===== config.mk =====
export PLATFORM = sky130hd
export DESIGN_NAME = page_buf_top
export DESIGN_NICKNAME = d
export VERILOG_FILES = /design/src/common/page_buf_pkg.sv /design/src/axi_rd/axi_burst_reader.sv /design/src/axi_wr/axi_burst_writer.sv /design/src/hw/page_buf_top.sv /design/src/hw/page_ledger.sv
export SDC_FILE = /design/constraint.sdc
export NUM_CORES = 1
export LEC_CHECK = 0
export ABC_AREA = 1
export BUFFER_PORTS_ARGS = -buffer_cell sky130_fd_sc_hd__buf_2
export CORE_AREA = 2 2 172 174
export DETAILED_ROUTE_END_ITERATION = 7
export DIE_AREA = 0 0 174 176
export MAX_ROUTING_LAYER = met4
export PLACE_DENSITY = 0.66
export SKIP_CTS_REPAIR_TIMING = 1
export SLEW_MARGIN = 20
export SYNTH_ARGS = -nofsm -noshare
export SYNTH_HDL_FRONTEND = slang
export SYNTH_SLANG_ARGS = --single-unit

===== constraint.sdc =====
create_clock -name sysclk_i -period 7.15 [get_ports sysclk_i]
set_clock_uncertainty 0.05 [all_clocks]
set_input_delay 0.3575 -clock sysclk_i [delete_from_list [all_inputs] [get_ports sysclk_i]]
set_output_delay 0.3575 -clock sysclk_i [all_outputs]
set_load 0.005 [all_outputs]

===== src/common/page_buf_pkg.sv =====
package page_buf_pkg;

   //////////////////////////////////////////////////////////////////////
   // burst geometry
   //////////////////////////////////////////////////////////////////////

   // beat width and byte strobes per beat
   localparam int DATA_W = 64;
   localparam int STRB_W = 8;

   // AXI byte address width
   localparam int ADDR_W = 32;

   // page counters, page target and page offset
   localparam int PAGE_CNT_W = 16;

   // one page is always one burst
   localparam int BURST_BEATS = 16;

   // AXI len field holds beats minus one
   localparam logic [7:0] BURST_LEN = 8'(BURST_BEATS - 1);

   // size code 3 means 8 bytes per beat
   localparam logic [2:0] BURST_SIZE = 3'd3;

   // incrementing burst
   localparam logic [1:0] BURST_INCR = 2'b01;

   // byte distance between consecutive pages
   localparam int PAGE_BYTES = BURST_BEATS * STRB_W;

   //////////////////////////////////////////////////////////////////////
   // AXI channel payloads
   //////////////////////////////////////////////////////////////////////

   // shared by AW and AR
   typedef struct packed {
      logic [ADDR_W-1:0] addr;
      logic [7:0]        len;
      logic [2:0]        size;
      logic [1:0]        burst;
   } axi_ax_t;

   // write beat
   typedef struct packed {
      logic [DATA_W-1:0] data;
      logic [STRB_W-1:0] strb;
      logic              last;
   } axi_w_t;

   // read beat, resp is carried but not checked
   typedef struct packed {
      logic [DATA_W-1:0] data;
      logic [1:0]        resp;
      logic              last;
   } axi_r_t;

endpackage


===== src/axi_rd/axi_burst_reader.sv =====
`timescale 1ns/1ns

module axi_burst_reader
   import page_buf_pkg::*;
(
   input  logic              sysclk_i,
   input  logic              reset,
   input  logic              rd_go_i,
   input  logic [ADDR_W-1:0] rd_addr_i,
   output axi_ax_t           ar_o,
   output logic              arvalid_o,
   input  logic              arready_i,
   input  axi_r_t            r_i,
   input  logic              rvalid_i,
   output logic              rready_o,
   output logic              sink_we_o,
   output logic [DATA_W-1:0] sink_data_o,
   output logic              rd_busy_o,
   output logic              rd_done_o
);

   enum logic [1:0] {S_IDLE, S_ADDR, S_DATA} state_q;

   logic [ADDR_W-1:0] addr_q;
   // beats received so far in this burst
   logic [7:0]        beat_q;
   logic              done_q;
   logic              r_hs;

   assign arvalid_o = (state_q == S_ADDR);
   assign ar_o      = '{addr: addr_q, len: BURST_LEN, size: BURST_SIZE, burst: BURST_INCR};
   // ready from the AR handshake up to the last beat
   assign rready_o  = (state_q == S_DATA);
   assign r_hs      = rvalid_i && rready_o;
   assign rd_busy_o = (state_q != S_IDLE) || done_q;
   // lands together with the sink write of the last beat
   assign rd_done_o = done_q;

   always_ff @(posedge sysclk_i or posedge reset)
   begin
      if (reset)
      begin
         state_q   <= S_IDLE;
         beat_q    <= '0;
         done_q    <= 1'b0;
         sink_we_o <= 1'b0;
      end
      else
      begin
         // every accepted beat is written one cycle later
         sink_we_o <= r_hs;
         done_q    <= r_hs && r_i.last;
         case (state_q)
            S_IDLE:
            begin
               beat_q <= '0;
               if (rd_go_i)
                  state_q <= S_ADDR;
            end
            S_ADDR:
               if (arready_i)
                  state_q <= S_DATA;
            S_DATA:
               if (r_hs)
               begin
                  beat_q <= beat_q + 8'd1;
                  if (r_i.last)
                     state_q <= S_IDLE;
               end
            default:
               state_q <= S_IDLE;
         endcase
      end
   end

   // address and sink payload
   always_ff @(posedge sysclk_i)
   begin
      if (rd_go_i)
         addr_q <= rd_addr_i;
      if (r_hs)
         sink_data_o <= r_i.data;
   end

   // slave must close the burst on exactly beat BURST_BEATS
   a_last_on_final_beat: assert property (@(posedge sysclk_i) disable iff (reset)
      r_hs |-> (r_i.last == (beat_q == BURST_LEN)));

endmodule


===== src/axi_wr/axi_burst_writer.sv =====
`timescale 1ns/1ns

module axi_burst_writer
   import page_buf_pkg::*;
(
   input  logic              sysclk_i,
   input  logic              reset,
   input  logic              wr_go_i,
   input  logic [ADDR_W-1:0] wr_addr_i,
   input  logic              src_empty_i,
   input  logic [DATA_W-1:0] src_data_i,
   output logic              src_re_o,
   output axi_ax_t           aw_o,
   output logic              awvalid_o,
   input  logic              awready_i,
   output axi_w_t            w_o,
   output logic              wvalid_o,
   input  logic              wready_i,
   input  logic              bvalid_i,
   output logic              bready_o,
   output logic              wr_busy_o,
   output logic              wr_done_o
);

   enum logic [1:0] {S_IDLE, S_ADDR, S_DATA, S_RESP} state_q;

   logic [ADDR_W-1:0] addr_q;
   // beats already accepted in this burst
   logic [7:0]        beat_q;
   logic              done_q;
   logic              aw_hs;
   logic              w_hs;
   logic              w_last;

   //////////////////////////////////////////////////////////////////////
   // channel outputs
   //////////////////////////////////////////////////////////////////////

   assign awvalid_o = (state_q == S_ADDR);
   assign aw_o      = '{addr: addr_q, len: BURST_LEN, size: BURST_SIZE, burst: BURST_INCR};
   assign aw_hs     = awvalid_o && awready_i;

   // W data straight from the FIFO head, held back while starved
   assign wvalid_o  = (state_q == S_DATA) && !src_empty_i;
   assign w_last    = (beat_q == BURST_LEN);
   assign w_o       = '{data: src_data_i, strb: '1, last: w_last};
   assign w_hs      = wvalid_o && wready_i;
   // pop exactly the beat the slave took
   assign src_re_o  = w_hs;

   assign bready_o  = 1'b1;
   // the done cycle counts as busy so a new page never overlaps it
   assign wr_busy_o = (state_q != S_IDLE) || done_q;
   assign wr_done_o = done_q;

   //////////////////////////////////////////////////////////////////////
   // burst sequencing
   //////////////////////////////////////////////////////////////////////

   always_ff @(posedge sysclk_i or posedge reset)
   begin
      if (reset)
      begin
         state_q <= S_IDLE;
         beat_q  <= '0;
         done_q  <= 1'b0;
      end
      else
      begin
         done_q <= 1'b0;
         case (state_q)
            S_IDLE:
            begin
               beat_q <= '0;
               if (wr_go_i)
                  state_q <= S_ADDR;
            end
            S_ADDR:
               if (aw_hs)
                  state_q <= S_DATA;
            S_DATA:
               if (w_hs)
               begin
                  beat_q <= beat_q + 8'd1;
                  if (w_last)
                     state_q <= S_RESP;
               end
            // bready is always high, bvalid alone ends the write
            S_RESP:
               if (bvalid_i)
               begin
                  state_q <= S_IDLE;
                  done_q  <= 1'b1;
               end
            default:
               state_q <= S_IDLE;
         endcase
      end
   end

   // page address captured with the go strobe
   always_ff @(posedge sysclk_i)
   begin
      if (wr_go_i)
         addr_q <= wr_addr_i;
   end

   // AW payload must hold while the slave stalls
   a_aw_stable: assert property (@(posedge sysclk_i) disable iff (reset)
      awvalid_o && !awready_i |=> awvalid_o && $stable(aw_o));

   // a stalled W beat stays offered until the slave takes it
   a_w_stable: assert property (@(posedge sysclk_i) disable iff (reset)
      wvalid_o && !wready_i |=> wvalid_o && $stable(w_o));

endmodule


===== src/hw/page_buf_top.sv =====
`timescale 1ns/1ns

module page_buf_top
   import page_buf_pkg::*;
(
   input  logic                  sysclk_i,
   input  logic                  reset,
   input  logic                  write_req_i,
   input  logic                  read_req_i,
   input  logic                  force_rd_i,
   input  logic [PAGE_CNT_W-1:0] pages_target_i,
   input  logic [PAGE_CNT_W-1:0] mem_offset_i,
   // show-ahead source FIFO
   input  logic                  src_empty_i,
   input  logic [DATA_W-1:0]     src_data_i,
   output logic                  src_re_o,
   // sink port
   output logic                  sink_we_o,
   output logic [DATA_W-1:0]     sink_data_o,
   // status
   output logic                  full_o,
   output logic                  empty_o,
   output logic [PAGE_CNT_W-1:0] wr_pages_o,
   output logic [PAGE_CNT_W-1:0] rd_pages_o,
   // AXI master
   output axi_ax_t               aw_o,
   output logic                  awvalid_o,
   input  logic                  awready_i,
   output axi_w_t                w_o,
   output logic                  wvalid_o,
   input  logic                  wready_i,
   input  logic                  bvalid_i,
   output logic                  bready_o,
   output axi_ax_t               ar_o,
   output logic                  arvalid_o,
   input  logic                  arready_i,
   input  axi_r_t                r_i,
   input  logic                  rvalid_i,
   output logic                  rready_o
);

   // ledger to engines
   logic              wr_go;
   logic              rd_go;
   logic [ADDR_W-1:0] wr_addr;
   logic [ADDR_W-1:0] rd_addr;
   // engines back to ledger
   logic              wr_busy;
   logic              wr_done;
   logic              rd_busy;
   logic              rd_done;

   // bookkeeping, decides which page goes where
   page_ledger u_ledger (
      .wr_busy_i (wr_busy),
      .wr_done_i (wr_done),
      .rd_busy_i (rd_busy),
      .rd_done_i (rd_done),
      .wr_go_o   (wr_go),
      .rd_go_o   (rd_go),
      .wr_addr_o (wr_addr),
      .rd_addr_o (rd_addr),
      .*
   );

   // FIFO to memory
   axi_burst_writer u_writer (
      .wr_go_i   (wr_go),
      .wr_addr_i (wr_addr),
      .wr_busy_o (wr_busy),
      .wr_done_o (wr_done),
      .*
   );

   // memory to sink
   axi_burst_reader u_reader (
      .rd_go_i   (rd_go),
      .rd_addr_i (rd_addr),
      .rd_busy_o (rd_busy),
      .rd_done_o (rd_done),
      .*
   );

endmodule


===== src/hw/page_ledger.sv =====
`timescale 1ns/1ns

module page_ledger
   import page_buf_pkg::*;
(
   input  logic                  sysclk_i,
   input  logic                  reset,
   input  logic                  write_req_i,
   input  logic                  read_req_i,
   input  logic                  force_rd_i,
   input  logic [PAGE_CNT_W-1:0] pages_target_i,
   input  logic [PAGE_CNT_W-1:0] mem_offset_i,
   input  logic                  wr_busy_i,
   input  logic                  wr_done_i,
   input  logic                  rd_busy_i,
   input  logic                  rd_done_i,
   output logic                  wr_go_o,
   output logic                  rd_go_o,
   output logic [ADDR_W-1:0]     wr_addr_o,
   output logic [ADDR_W-1:0]     rd_addr_o,
   output logic                  full_o,
   output logic                  empty_o,
   output logic [PAGE_CNT_W-1:0] wr_pages_o,
   output logic [PAGE_CNT_W-1:0] rd_pages_o
);

   // pages to read before the buffer is released
   logic [PAGE_CNT_W-1:0] rd_target_q;
   logic                  fill_w;
   logic                  release_w;

   // byte address of a page, offset counted in pages
   function automatic logic [ADDR_W-1:0] page_addr(input logic [PAGE_CNT_W-1:0] page,
                                                   input logic [PAGE_CNT_W-1:0] offset);
      logic [ADDR_W-1:0] idx;
      idx = ADDR_W'(page) + ADDR_W'(offset);
      return idx * ADDR_W'(PAGE_BYTES);
   endfunction

   // requests are dropped while the engine is busy
   assign wr_go_o   = write_req_i && !full_o && !wr_busy_i;
   assign rd_go_o   = read_req_i && full_o && !rd_busy_i;
   // counters still hold the pre-increment value with the go strobe
   assign wr_addr_o = page_addr(wr_pages_o, mem_offset_i);
   assign rd_addr_o = page_addr(rd_pages_o, mem_offset_i);
   // wr_pages_o already counts the page that just finished
   assign fill_w    = wr_done_i && (wr_pages_o == pages_target_i);
   assign release_w = rd_done_i && (rd_pages_o == rd_target_q);

   always_ff @(posedge sysclk_i or posedge reset)
   begin
      if (reset)
      begin
         full_o      <= 1'b0;
         empty_o     <= 1'b0;
         wr_pages_o  <= '0;
         rd_pages_o  <= '0;
         rd_target_q <= '0;
      end
      else
      begin
         // one-cycle answer to a read with nothing stored
         empty_o <= read_req_i && !full_o;
         if (release_w)
         begin
            // last page out, open the buffer again
            full_o     <= 1'b0;
            wr_pages_o <= '0;
            rd_pages_o <= '0;
         end
         else
         begin
            if (wr_go_o)
               wr_pages_o <= wr_pages_o + PAGE_CNT_W'(1);
            if (force_rd_i)
            begin
               // make whatever is stored readable now
               full_o      <= 1'b1;
               rd_pages_o  <= '0;
               rd_target_q <= wr_pages_o;
            end
            else
            begin
               if (rd_go_o)
                  rd_pages_o <= rd_pages_o + PAGE_CNT_W'(1);
               if (fill_w)
               begin
                  full_o      <= 1'b1;
                  rd_target_q <= pages_target_i;
               end
            end
         end
      end
   end

   // no page is launched beyond the write target
   a_no_write_past_target: assert property (@(posedge sysclk_i) disable iff (reset)
      wr_go_o |-> (wr_pages_o < pages_target_i));

endmodule


== Word-level counts from Yosys, hierarchy flattened ==
Cells that the tools add are included.

* Bits in registers: 179
* Input port bits: 174
* Output and inout bits: 268
* Logic and storage cells: 93

* Add/subtract/negate cells: 5
* Eq/ne operators: 17
* Mux-type cells: 25
* Bitwise gates (word level): 1
* Reduce and logical (&&, ||, !) cells: 31

{| class="wikitable"
|+ Operators by type and width
! kind !! number
|-
| 2-to-1 mux 16 bit || 7
|-
| adder 16 x 16 -> 17 bit || 2
|-
| adder 16 x 1 -> 16 bit (second input constant) || 2
|-
| == test 16 bit || 2
|-
| 2-to-1 mux 2 bit || 9
|-
| case mux 8 bit (2 select lines) || 1
|-
| != test 2 bit (second input constant) || 7
|-
| logical AND 1 bit || 12
|-
| nonzero test 2 bit || 5
|-
| adder 8 x 1 -> 8 bit (second input constant) || 1
|-
| == test 8 x 4 -> 1 bit (second input constant) || 1
|-
| 2-to-1 mux 8 bit || 1
|-
| case mux 2 bit (4 select lines) || 1
|-
| == test 2 bit (second input constant) || 3
|-
| case mux 2 bit (3 select lines) || 1
|-
| nonzero test 3 bit || 2
|-
| 2-to-1 mux 1 bit || 5
|-
| AND reduction 5 bit || 1
|-
| == test 2 x 1 -> 1 bit (second input constant) || 2
|-
| logical NOT 1 bit || 4
|-
| logical NOT 2 bit || 2
|-
| != test 2 x 1 -> 1 bit (second input constant) || 2
|-
| AND reduction 2 bit || 2
|-
| AND reduction 4 bit || 1
|-
| 2 further kinds || 3
|}

== Depth between registers and ports, before layout ==
* Depth after elaboration: 7
* Mapped depth: 12
* Depth with buffers taken out: 11

== Modules after synthesis ==
Synthesis repeated with hierarchy kept, for this count alone.

* Cell total of the unflattened synthesis: 1219
* Area total of the unflattened synthesis: 10854.2 um^2

{| class="wikitable"
|+ Modules (own cells, without submodules)
! module !! times used !! cells an instance !! area an instance (um^2) !! seq. area each (um^2)
|-
| page_ledger || 1 || 875 || 5355.1 || 1251.2
|-
| axi_burst_reader || 1 || 134 || 3165.5 || 2982.9
|-
| axi_burst_writer || 1 || 210 || 2333.5 || 1236.2
|}

== Least setup slack after synthesis ==
No wires, ideal clock.

* Kind: reg2reg
* Start point: register u_reader.state_q[1] in the netlist's numbering
* End point: register u_reader.sink_data_o[0] (enable)
* Library setup time: 0.487 ns
* Data arrival time: 3.345 ns
* Required time: 6.613 ns
* Path slack: 3.268 ns
* Cell stages (with the launch flop): 5
* Buffers on the path: 0
* Clock period less this slack: 3.882 ns
* Path through: dfrtp_1 > inv_1 > nor2_1 > inv_1 > nor2_1

* Word-level cells in the longest chain between the ends: 2

{| class="wikitable"
|+ RTL lines
! item !! line !! source
|-
| start: declaration || axi_burst_reader.sv:22 || <nowiki>enum logic [1:0] {S_IDLE, S_ADDR, S_DATA} state_q;</nowiki>
|-
| start signal: assignment || axi_burst_reader.sv:43 || <nowiki>state_q <= S_IDLE;</nowiki>
|-
| start signal: assignment || axi_burst_reader.sv:58 || <nowiki>state_q <= S_ADDR;</nowiki>
|-
| start signal: assignment || axi_burst_reader.sv:62 || <nowiki>state_q <= S_DATA;</nowiki>
|-
| == test 2 bit || axi_burst_reader.sv:33 || <nowiki>assign rready_o = (state_q == S_DATA);</nowiki>
|-
| via rready_o || page_buf_top.sv:39 || <nowiki>output logic rready_o</nowiki>
|-
| logical AND 1 bit || axi_burst_reader.sv:34 || <nowiki>assign r_hs = rvalid_i && rready_o;</nowiki>
|-
| via u_reader.r_hs || axi_burst_reader.sv:28 || <nowiki>logic r_hs;</nowiki>
|-
| end signal: assignment || axi_burst_reader.sv:82 || <nowiki>sink_data_o <= r_i.data;</nowiki>
|-
| end: declaration || axi_burst_reader.sv:17 || <nowiki>output logic [DATA_W-1:0] sink_data_o,</nowiki>
|}

The timed path passes the listed nets, and every way through them passes these cells.
A chain may end at the register's enable or synchronous reset.

== Worst setup path in the final report ==
* Start point: register u_ledger.rd_pages_o[1]
* End point: register u_ledger.rd_pages_o[9]

* Word-level cells in the longest chain between the ends: 4
* Elaborated cells on any way between the ends: 7
* Classes of those cells: 1 x add/sub; 1 x eq/ne; 3 x mux; 2 x reduce/logical

{| class="wikitable"
|+ RTL lines
! item !! line !! source
|-
| start: declaration || page_ledger.sv:24 || <nowiki>output logic [PAGE_CNT_W-1:0] rd_pages_o</nowiki>
|-
| start signal: assignment || page_ledger.sv:85 || <nowiki>rd_pages_o <= rd_pages_o + PAGE_CNT_W'(1);</nowiki>
|-
| adder 16 x 1 -> 16 bit || page_ledger.sv:85 ||
|-
| 2-to-1 mux 16 bit || page_ledger.sv:84 || <nowiki>if (rd_go_o)</nowiki>
|-
| 2-to-1 mux 16 bit || page_ledger.sv:75 || <nowiki>if (force_rd_i)</nowiki>
|-
| 2-to-1 mux 16 bit || page_ledger.sv:64 || <nowiki>if (release_w)</nowiki>
|}

Several ways; a longest one is shown, not always the timed one. The select of a mux whose other input is x is not followed.

==> results.md <==
- Initial Utilization: 33.4%
- Sequential fraction of the synthesis area: 47.9%
- Worst Path Buf+Inv: 1
- Distinct cells, synth: 46
- CTS Sinks: 163
- Synth area leaders: edfxtp_1 31%, dfrtp_1 17%, buf_4 10%
- CP arrival: 2610 ps
- Pin count of the biggest net entering global routing: 66
- Min Tclk post-route: 2370 ps
- DR vias: 7591
- Reg2Reg Depth: 9
- Commonest cells after routing, fill and taps aside: 259 x nand2_1, 246 x buf_2, 100 x inv_1
- R2R Path End: u_ledger.rd_pages_o[9]$_DFFE_PP0P_
- Tcrit/Tclk final: 33.1%
- Slowest stage delay, CP: 560 ps
- Worst Setup End Kind: register
- Synth Cell Area: 9550 um2
- Antenna-violating nets left: 0
- Placeable Area: 28500 um2
- Startpoint Class: register
- Crit path required time: 7400 ps
- Fillcell total: 2958
- FF-to-FF setup slack: 4780 ps
- CTS tree: built
- CTS Buffer Depth: 2
- HP Start: r_i[12]
- Hold Path Depth: 1
- Area Growth Syn to Fin: 16.1%
- DRT Pass-1 Iters: 5
- Worst Tran Pin Value: 874 ps
- WHS: 50.2 ps
- EDFF count, synth: 98
- Vias in the first global route: 7067
- First-pass GRT wire length: 39.2 mm
- Wire per inst: 15.5 um
- Ys async rst share: 39.9%
- Worst hold path class: primary input to register
- Synth top area share: 30.8%
- Root buffer cell: clkbuf_16
- Critical path class: register to register
- Final Hold Fails: 0
- Die X: 174 um
- Final setup viols: 0
- Syn Area/Cell: 8.75 um2
- Primary FF master, synth: edfxtp_1
- Critical path's slowest cell: nand2_1
- Setup TNS: 0 ps
- Placer Congestion: 0.887
- Nets: 1496
- # IOs: 442
- 1st-iter DRT viols: 386
- Worst-Skew Late Latency: 430 ps
- DRC viols: 0
- RSZ-0062 raised after global routing: no
- Initial antenna violation count: 4
- Clk slew on worst S/H paths: 70 ps
- Most common cell after layout, fill and taps aside: nand2_1
- Die Ht: 176 um
- Dominant cell type by area after synthesis: edfxtp_1
- Via density: 4.51
- Hold Path End: u_reader.sink_data_o[9]$_DFFE_PP_
- Register Area: 4570 um2
- Outcome: finished clean
- Overflow after GRT: 0
- CP Cell Sequence: inv_1 -> nand2_1 -> nand2_1 -> nor2_1 -> nand2_1 -> nor2_1 -> nand3_2 -> nand2_1 -> nor2_1
- Post-Route WL: 26.1 mm
- Headroom to the max-slew limit: 41.4%
- Syn Inst Count: 1091
- PortBufs: 246
- H-tree Lvls: 4
- DPL Wire Length: 21.0 mm
- Achievable Freq: 422 MHz
- Row cnt: 62
- Die area: 30600 um2
- Top delay family on crit path: simple AND/OR/NAND/NOR gates
- Top cell by count, worst path: nand2_1
- Multi-input gate area: 3730 um2
- Slew Viols, Final: 0
- Share of cells above drive strength 1: 23.9%
- CTS buffer count: 17
- Max FO, Critical Path: 20
- Worst VDD drop: 0.000163 V
- PD cells: 230 nW/um2
- Leak pwr: 5.56 nW
- R2r startpoint: u_ledger.rd_pages_o[1]$_DFFE_PP0P_
- Max-cap check violation count: 0
- Synth Register Bits: 163
- Number of synthesis warnings: 0
- Total GRT Usage: 17.3%
## Yosys cell counts (5+ instances only)
master	instances
clkbuf_1	5
a21oi_1	44
buf_4	132
edfxtp_1	98
nand2_1	259
o21ai_0	39
nand3_1	71
nor3_1	22
xor2_1	34
ha_1	39
nor2_1	100
xnor2_1	6
dfrtp_1	65
inv_2	16
inv_1	101
nand4_1	13
a21o_1	7
## logic make-up (layout without fill, tap and decap cells)
logic type | count (synthesis) | after routing | share of synthesized area, %
fa+ha+maj | 41 | 41 | 5.53
xor+xnor | 40 | 40 | 3.67
other cells | 2 | 70 | 0.0787
compound gates | 104 | 104 | 5.95
buf+inv | 260 | 400 | 15.6
flops | 163 | 163 | 47.9
simple gates | 481 | 481 | 21.3
## final cells by class
class	instances	share of cell area (%)
sequential	163	41.2
multi-input combinational	731	33.7
timing repair buffer	250	11.4
tap	384	4.33
clock buffer	19	4.11
inverter	118	3.99
clock inverter	13	1.20
antenna	5	0.113
## layer usage
metal  track usage (%)  share of wire [%]
met5                 -                  0
met1              19.1                 40
met2              30.1                 50
met4              6.69                2.2
met3              4.33                7.7
## per-stage QoR
stage / power (mW) / std cells / worst slack, ps / instance area [um2] / utilization, %
2_1_floorplan: 1.53 / 1154 / 3270 / 9780 / -
3_3_place_gp: 1.66 / 1646 / 4790 / 10500 / 36.7
3_5_place_dp: 1.68 / 1646 / 4760 / 10500 / 36.7
4_1_cts: 2.59 / 1678 / 4750 / 11100 / 38.8
5_1_grt: 2.70 / 1683 / 4530 / 11100 / 38.8
6_report: 2.55 / 1683 / 4780 / 11100 / 38.8
## registers in the layout, indices dropped and copies added, names as in the netlist
register,count
u_ledger.empty_o,1
u_ledger.full_o,1
u_ledger.rd_pages_o,16
u_ledger.rd_target_q,16
u_ledger.wr_pages_o,16
u_reader.addr_q,17
u_reader.rd_done_o,1
u_reader.sink_data_o,64
u_reader.sink_we_o,1
u_reader.state_q,2
u_writer.addr_q,17
u_writer.beat_q,8
u_writer.state_q,2
u_writer.wr_done_o,1
## power by group
| group | switching [mW] | internal [mW] | total [mW] | leakage [nW] |
|---|---|---|---|---|
| clock | 0.415 | 0.485 | 0.900 | 0.289 |
| combinational | 0.297 | 0.174 | 0.470 | 3.50 |
| sequential | 0.0570 | 1.12 | 1.18 | 1.77 |
## worst max path at each step
stage | startpoint | end | slack, ps | cells after the start
after floorplan | u_reader.state_q[1]$_DFFE_PP0P_ | u_reader.sink_data_o[0]$_DFFE_PP_ | 3270 | 4
after global placement | u_ledger.rd_pages_o[1]$_DFFE_PP0P_ | u_ledger.rd_pages_o[12]$_DFFE_PP0P_ | 4790 | 9
after detailed placement | u_ledger.rd_pages_o[1]$_DFFE_PP0P_ | u_ledger.rd_pages_o[9]$_DFFE_PP0P_ | 4760 | 9
after CTS | u_ledger.rd_pages_o[1]$_DFFE_PP0P_ | u_ledger.rd_pages_o[9]$_DFFE_PP0P_ | 4750 | 9
after global routing | u_ledger.rd_pages_o[1]$_DFFE_PP0P_ | u_ledger.rd_pages_o[8]$_DFFE_PP0P_ | 4530 | 9
final | u_ledger.rd_pages_o[1]$_DFFE_PP0P_ | u_ledger.rd_pages_o[9]$_DFFE_PP0P_ | 4780 | 9
(Power assumes the default switching activity.)
